### src/rtl/mips_pkg.sv
// shared word, opcode, control and stage payload types for the pipeline RTL and its testbench
package mips_pkg;

    typedef logic [31:0] word_t;
    typedef logic [4:0]  reg_addr_t;

    // primary opcode field, bits 31:26
    typedef enum logic [5:0] {
        OP_RTYPE = 6'h00,
        OP_J     = 6'h02,
        OP_BEQ   = 6'h04,
        OP_BNE   = 6'h05,
        OP_ADDIU = 6'h09,
        OP_LW    = 6'h23,
        OP_SW    = 6'h2B
    } opcode_t;

    // function field of R-type instructions, bits 5:0
    typedef enum logic [5:0] {
        FN_ADDU = 6'h21,
        FN_SUBU = 6'h23,
        FN_AND  = 6'h24,
        FN_OR   = 6'h25,
        FN_SLT  = 6'h2A
    } funct_t;

    typedef enum logic [2:0] {
        ALU_ADD,
        ALU_SUB,
        ALU_AND,
        ALU_OR,
        ALU_SLT
    } alu_op_t;

    typedef enum logic [1:0] {
        FWD_RF,
        FWD_MEM,
        FWD_WB
    } fwd_sel_t;

    typedef struct packed {
        logic    reg_wr;
        logic    mem_rd;
        logic    mem_wr;
        logic    use_imm;
        logic    branch_ne;
        logic    branch_eq;
        alu_op_t alu_op;
    } ctrl_t;

    typedef struct packed {
        word_t pc;
        word_t next_pc;
        word_t instr;
    } iss_payload_t;

    typedef struct packed {
        ctrl_t     ctrl;
        reg_addr_t rs;
        reg_addr_t rt;
        reg_addr_t rd;
        word_t     rs_data;
        word_t     rt_data;
        word_t     imm;
        word_t     brn_target;
        word_t     pc;
    } ex_payload_t;

    typedef struct packed {
        logic      reg_wr;
        logic      mem_rd;
        logic      mem_wr;
        reg_addr_t rd;
        word_t     alu_res;
        word_t     store_data;
        word_t     pc;
    } mem_payload_t;

    typedef struct packed {
        logic      reg_wr;
        reg_addr_t rd;
        word_t     data;
        word_t     pc;
    } wb_payload_t;

    typedef struct packed {
        logic  taken;
        word_t target;
    } redirect_t;

    typedef struct packed {
        word_t     pc;
        logic      wr_en;
        reg_addr_t rd;
        word_t     data;
    } retire_t;

    localparam word_t NOP_INSTR = 32'h0000_0000;

endpackage
### src/rtl/exec_unit.sv
// execute stage: forwarded operand selection, ALU and BEQ/BNE resolution
`timescale 1ns/1ps

module exec_unit (
    input  logic                   valid_i,
    input  mips_pkg::ex_payload_t  ex_i,
    input  mips_pkg::fwd_sel_t     fwd_a_i,
    input  mips_pkg::fwd_sel_t     fwd_b_i,
    input  mips_pkg::word_t        mem_fwd_i,
    input  mips_pkg::word_t        wb_fwd_i,
    output mips_pkg::mem_payload_t mem_o,
    output mips_pkg::redirect_t    branch_redirect_o
);
    import mips_pkg::*;

    word_t op_a;
    word_t rt_val;
    word_t op_b;
    word_t alu_res;

    function automatic word_t fwd_pick(fwd_sel_t sel, word_t rf_val);
        case (sel)
            FWD_MEM: return mem_fwd_i;
            FWD_WB:  return wb_fwd_i;
            default: return rf_val;
        endcase
    endfunction

    always_comb begin
        op_a   = fwd_pick(fwd_a_i, ex_i.rs_data);
        rt_val = fwd_pick(fwd_b_i, ex_i.rt_data);
    end

    assign op_b = ex_i.ctrl.use_imm ? ex_i.imm : rt_val;

    always_comb begin
        case (ex_i.ctrl.alu_op)
            ALU_SUB: alu_res = op_a - op_b;
            ALU_AND: alu_res = op_a & op_b;
            ALU_OR:  alu_res = op_a | op_b;
            ALU_SLT: alu_res = {31'b0, $signed(op_a) < $signed(op_b)};
            default: alu_res = op_a + op_b;
        endcase
    end

    // branches run a subtract, so a zero result means the operands are equal
    assign branch_redirect_o.taken  = valid_i &&
                                      ((ex_i.ctrl.branch_eq && alu_res == '0) ||
                                       (ex_i.ctrl.branch_ne && alu_res != '0));
    assign branch_redirect_o.target = ex_i.brn_target;

    assign mem_o = '{
        reg_wr:     ex_i.ctrl.reg_wr,
        mem_rd:     ex_i.ctrl.mem_rd,
        mem_wr:     ex_i.ctrl.mem_wr,
        rd:         ex_i.rd,
        alu_res:    alu_res,
        store_data: rt_val,
        pc:         ex_i.pc
    };

endmodule

### config.mk
export PLATFORM = sky130hd
export DESIGN_NAME = exec_unit
export DESIGN_NICKNAME = d
export VERILOG_FILES = /design/src/rtl/mips_pkg.sv /design/src/rtl/exec_unit.sv
export SDC_FILE = /design/constraint.sdc
export NUM_CORES = 1
export LEC_CHECK = 0
export BUFFER_PORTS_ARGS = -buffer_cell sky130_fd_sc_hd__buf_2
export CORE_AREA = 2 2 151 153
export DETAILED_ROUTE_END_ITERATION = 16
export DIE_AREA = 0 0 153 155
export SLEW_MARGIN = 15
export SYNTH_ARGS = -nofsm -noshare
export SYNTH_HDL_FRONTEND = slang
export SYNTH_SLANG_ARGS = --single-unit
### constraint.sdc
create_clock -name vclk -period 10.7
set_clock_uncertainty 0.1 [all_clocks]
set_input_delay 2.14 -clock vclk [all_inputs]
set_output_delay 2.14 -clock vclk [all_outputs]
set_load 0.01 [all_outputs]
==> results of run 1 <==
==> power by group <==
group | switching, mW | internal, mW
clock | 0 | 0.0000000126
combinational | 0.496 | 0.271
sequential | 0 | 0
==> how the worst max path moves through the flow <==
stage | start | endpoint | cells past startpoint
CTS | fwd_b_i[0] | branch_redirect_o[32] | 21
global placement | fwd_b_i[0] | branch_redirect_o[32] | 21
detailed placement | fwd_b_i[0] | branch_redirect_o[32] | 21
floorplan | fwd_b_i[0] | branch_redirect_o[32] | 20
global route | fwd_b_i[0] | branch_redirect_o[32] | 21
finish | fwd_b_i[0] | branch_redirect_o[32] | 21
==> cell type report <==
class	instances	area [µm²]	share of cell area, %
Multi-Input combinational cell	955	6150	74.2
Timing Repair Buffer	250	1290	15.5
Inverter	132	495	5.97
Tap cell	285	357	4.30
Antenna cell	1	2.50	0.0302
==> logic make-up (layout without fill, tap and decap cells) <==
family	count (synthesis)	after routing	share of synthesized area [%]
adders and majority gates	102	102	17.2
buffers and inverters	288	382	18.3
and+or+nand+nor	357	357	21.6
xor gates and xnor gates	9	9	1.05
AOI/OAI and AO/OA	480	480	40.9
other	0	1	0
muxes	7	7	0.966
==> per-layer routing <==
metal	GRT usage, %	share of wire (%)
met5	0	0
met2	39.2	43
met3	3.62	9.8
met4	6.92	2.9
met1	36.2	45
==> per-stage QoR <==
| step | hold WS (ns) | worst slack [ns] |
|---|---|---|
| 6_report | 4.18 | 0.614 |
| 3_3_place_gp | 4.18 | 0.853 |
| 5_1_grt | 4.18 | 0.331 |
| 2_1_floorplan | 4.27 | 1.50 |
| 4_1_cts | 4.18 | 0.753 |
| 3_5_place_dp | 4.18 | 0.770 |
==> cells in the final DEF, fill, tap and decap left out, drive strengths merged, types with 16 or more instances in the layout <==
cell    instances
a211oi         17
o211ai         16
a22oi          67
nor2          107
inv           131
nand2         138
ha            100
buf           250
o21ai         133
a21oi         112
o22ai          23
==> synth_stat cells, types with 16 or more instances <==
library cell	count
nand2_1	138
o211ai_1	16
a22oi_1	67
clkbuf_1	67
a21oi_1	111
a211oi_1	17
inv_1	130
buf_4	73
o21ai_0	130
nor2_1	106
o22ai_1	22
ha_1	100
==> impl_metrics.yaml, run 1 <==
global_route:
  grt_use_total_pct: 25.2
  grt_pass1_vias: 8761
  overflow: 0
  grt_max_degree: 60
  grt_pass1_wl_mm: 48.7
  antenna_found_initial: 1
routing:
  viasPerCell: 5.90
  drcViolationCount: 0
  drt.antenna.violating_nets: 0
  via_count: 9582
  drt-initial-drc-count: 898
  wl_per_cell_um: 19.6
  wirelength_mm: 31.9
  drtPass1Iterations: 6
cts:
  cts-hold-fix-buffers: 0
  ctsResizeCount: 0
  post_cts_buffers: 0
final_layout:
  finish.instance_area_um2: 8300
  clkbuf_count: 0
  utilization_pct: 37.3
  seqCellArea_um2: 0
  final_layout_size_suffix_gt1_share_pct: 20.6
  layoutNonFillerInstCount: 1623
  final_nets: 1694
  seq_cell_count: 0
  fillers: 2471
  area_delta_synth_final_pct: 10.5
setup_path:
  setup.worst_path.start_class: "input pin"
  cp_cell_sequence: "buf_2 -> inv_1 -> ha_2 -> buf_4 -> nor2_1 -> a21oi_1 -> o21ai_0 -> ha_1 -> nor4_1 -> o21ai_0 -> nand3_1 -> a31oi_1 -> nor4_1 -> o22ai_1 -> a221oi_1 -> o22ai_1 -> or4_1 -> nor4b_2 -> and4b_1 -> mux2i_1 -> buf_2"
  cp_num_buf_inv: 4
  slowest_stage: "or4_1"
  crit_fanout: 59
  max_stage_delay_ns: 0.63
  cpLargestDelayFamily: "simple AND/OR/NAND/NOR gates"
  endpoint_kind: "output port"
  worstPathArrival_ns: 7.85
  crit_type: "in2out"
  required_ns: 8.46
power:
  ir_worst_vdd_v: 0.0000202
  finalPower_uw: 768
  p_leak_nw: 4.01
  powerDensity_nw_per_um2: 92.5
floorplan:
  rows: 55
  core_area_um2: 22200
  fp.dieW_um: 153
  start_util_pct: 33.8
  ios: 390
  die_area_um2: 23700
  die_y_um: 155
timing:
  finalHoldViolCount: 0
  timing.final.crit_share_pct: 94.3
  tightestPinTransition_ns: 0.764
  slew_viol_final: 0
  relSlewSlack_pct: 48.6
  setup_viol: 0
  tns_ns: 0
  fin_crit_ns: 10.09
  rsz0062_at_grt: "no"
  fmax_mhz: 99.1
synthesis:
  synth.distinct_cells: 75
  synth_fp_nets: 1598
  ys_top_cells_by_area: "ha_1, o21ai_0, a21oi_1, buf_4, nand2_1"
  yosysTopAreaCellShare_pct: 16.7
  syn_avg_cell_area_um2: 6.04
  synthesis.instances: 1243
  synth_area_um2: 7510
  ys_seq_area_share_pct: 0
  synth_warnings: 0
  synth_area_leader_cell: "ha_1"
place:
  dp_hpwl_mm: 26.1
  place_congestion: 0.970
  numPortBuffers: 236
  placed_cells: 1622
  place_area_um2: 8290
hold_path:
  min_from: "ex_i[32]"
  min_path_type: "in2out"
  holdPathEnd: "branch_redirect_o[0]"
  holdPathStages: 0
run_status:
  outcome: "complete, no violations"
job:
  cap_violations: 0
Power figures use the tool's default switching activity.
==> inputs of run 2 (changes only) <==
- CORE_AREA: 2 2 151 153 -> 2 2 150 152
- DIE_AREA: 0 0 153 155 -> 0 0 152 154
- clock period: 10.7 -> 12.93 ns (I/O delays scaled with it)
==> run 2 against run 1 <==
Flip-flop and latch count unchanged. Die area down 1.3%. Sequential share of layout area unchanged. Hold slack better by 0.89 ns. Non-clock buffer count down 3. Via count up 0.11%. Critical path type unchanged. Critical endpoint unchanged. Largest power group unchanged.
==> impl_metrics.yaml, run 2 (synthesis gave the netlist of run 1 again) <==
setup_path:
  max_stage_delay_ns: 0.61
  cp.depth: 22
  crit_type: "in2out"
  setup.worst_path.start_class: "input pin"
  cp_num_buf_inv: 4
  endpoint_kind: "output port"
  crit_fanout: 21
  worstPathArrival_ns: 8.52
  slowest_stage: "or4_1"
  cpLargestDelayFamily: "simple AND/OR/NAND/NOR gates"
  required_ns: 10.24
  cp_cell_sequence: "buf_2 -> inv_1 -> ha_1 -> buf_4 -> a22oi_1 -> nor2_1 -> a21oi_1 -> o21ai_0 -> ha_1 -> nor4_1 -> o21ai_0 -> nand3_1 -> a31oi_1 -> nor4_1 -> o22ai_1 -> a221oi_1 -> o22ai_1 -> or4_1 -> nor4b_2 -> and4b_1 -> mux2i_1 -> buf_2"
global_route:
  antenna_found_initial: 2
  grt_pass1_vias: 8661
  grt_max_degree: 65
  grt_pass1_wl_mm: 49.5
  grt_use_total_pct: 25.8
  overflow: 0
final_layout:
  fillers: 2470
  utilization_pct: 38.2
  area_delta_synth_final_pct: 10.4
  finish.instance_area_um2: 8290
  final_layout_size_suffix_gt1_share_pct: 20.4
  final_nets: 1691
  mostFrequentLayoutCells: "buf_2, nand2_1, o21ai_0, inv_1, a21oi_1"
  seq_cell_count: 0
  seqCellArea_um2: 0
  clkbuf_count: 0
  final_common_cell: "buf_2"
power:
  ir_worst_vdd_v: 0.0000472
  p_leak_nw: 4.00
  finalPower_uw: 639
  powerDensity_nw_per_um2: 77.1
floorplan:
  die_area_um2: 23400
  rows: 54
  ios: 390
  core_area_um2: 21700
  start_util_pct: 34.6
  fp.dieW_um: 152
  die_y_um: 154
run_status:
  outcome: "complete, no violations"
cts:
  post_cts_buffers: 0
  ctsResizeCount: 0
  cts-hold-fix-buffers: 0
timing:
  worst_slack_ns: 1.73
  tightestPinTransition_ns: 1.03
  timing.final.crit_share_pct: 86.6
  finalHoldViolCount: 0
  fin_crit_ns: 11.20
  rsz0062_at_grt: "no"
  setup_viol: 0
  relSlewSlack_pct: 31.1
  slew_viol_final: 0
  fmax_mhz: 89.3
  tns_ns: 0
place:
  numPortBuffers: 236
  dp_hpwl_mm: 26.7
  place_area_um2: 8290
  place_worst_setup_slack_ns: 1.79
  place_congestion: 0.960
routing:
  drt-initial-drc-count: 1083
  via_count: 9593
  drcViolationCount: 0
  viasPerCell: 5.94
  drt.antenna.violating_nets: 0
  drtPass1Iterations: 6
  wl_per_cell_um: 20.3
  wirelength_mm: 32.7
job:
  cap_violations: 0
hold_path:
  holdPathStages: 0
  min_path_type: "in2out"
==> run 2: area by class of cell <==
class                      count  area [µm²]  share of cell area [%]
inverter                     132         495                    5.98
tap                          280         350                    4.23
multi-input combinational    955        6180                    74.5
timing repair buffer         247        1260                    15.2
antenna                        1        2.50                  0.0302
==> run 2: per-layer routing <==
layer	global-route usage (%)	share of wire, %
met2	41.1	44
met3	3.44	9.3
met1	37.8	45
met5	0	0.034
met4	3.78	1.6
==> run 2: metrics by stage <==
step	instances	hold WS, ns
finish	1615	5.07
global route	1615	5.07
CTS	1614	5.07
detailed placement	1614	5.07
global placement	1614	5.07
floorplan	1243	5.16
==> run 2: path summary, 6_finish.rpt <==
kind | startpoint | endpoint | slack, ns
worst max-delay path | fwd_b_i[1] | branch_redirect_o[32] | 1.73
worst min-delay path | ex_i[32] | branch_redirect_o[0] | 5.07
==> run 2: where the power goes <==
group	internal (mW)	total [mW]	switching [mW]
Combinational	0.225	0.639	0.414
Clock	0.0000000103	0.0000000103	0
Sequential	0	0	0
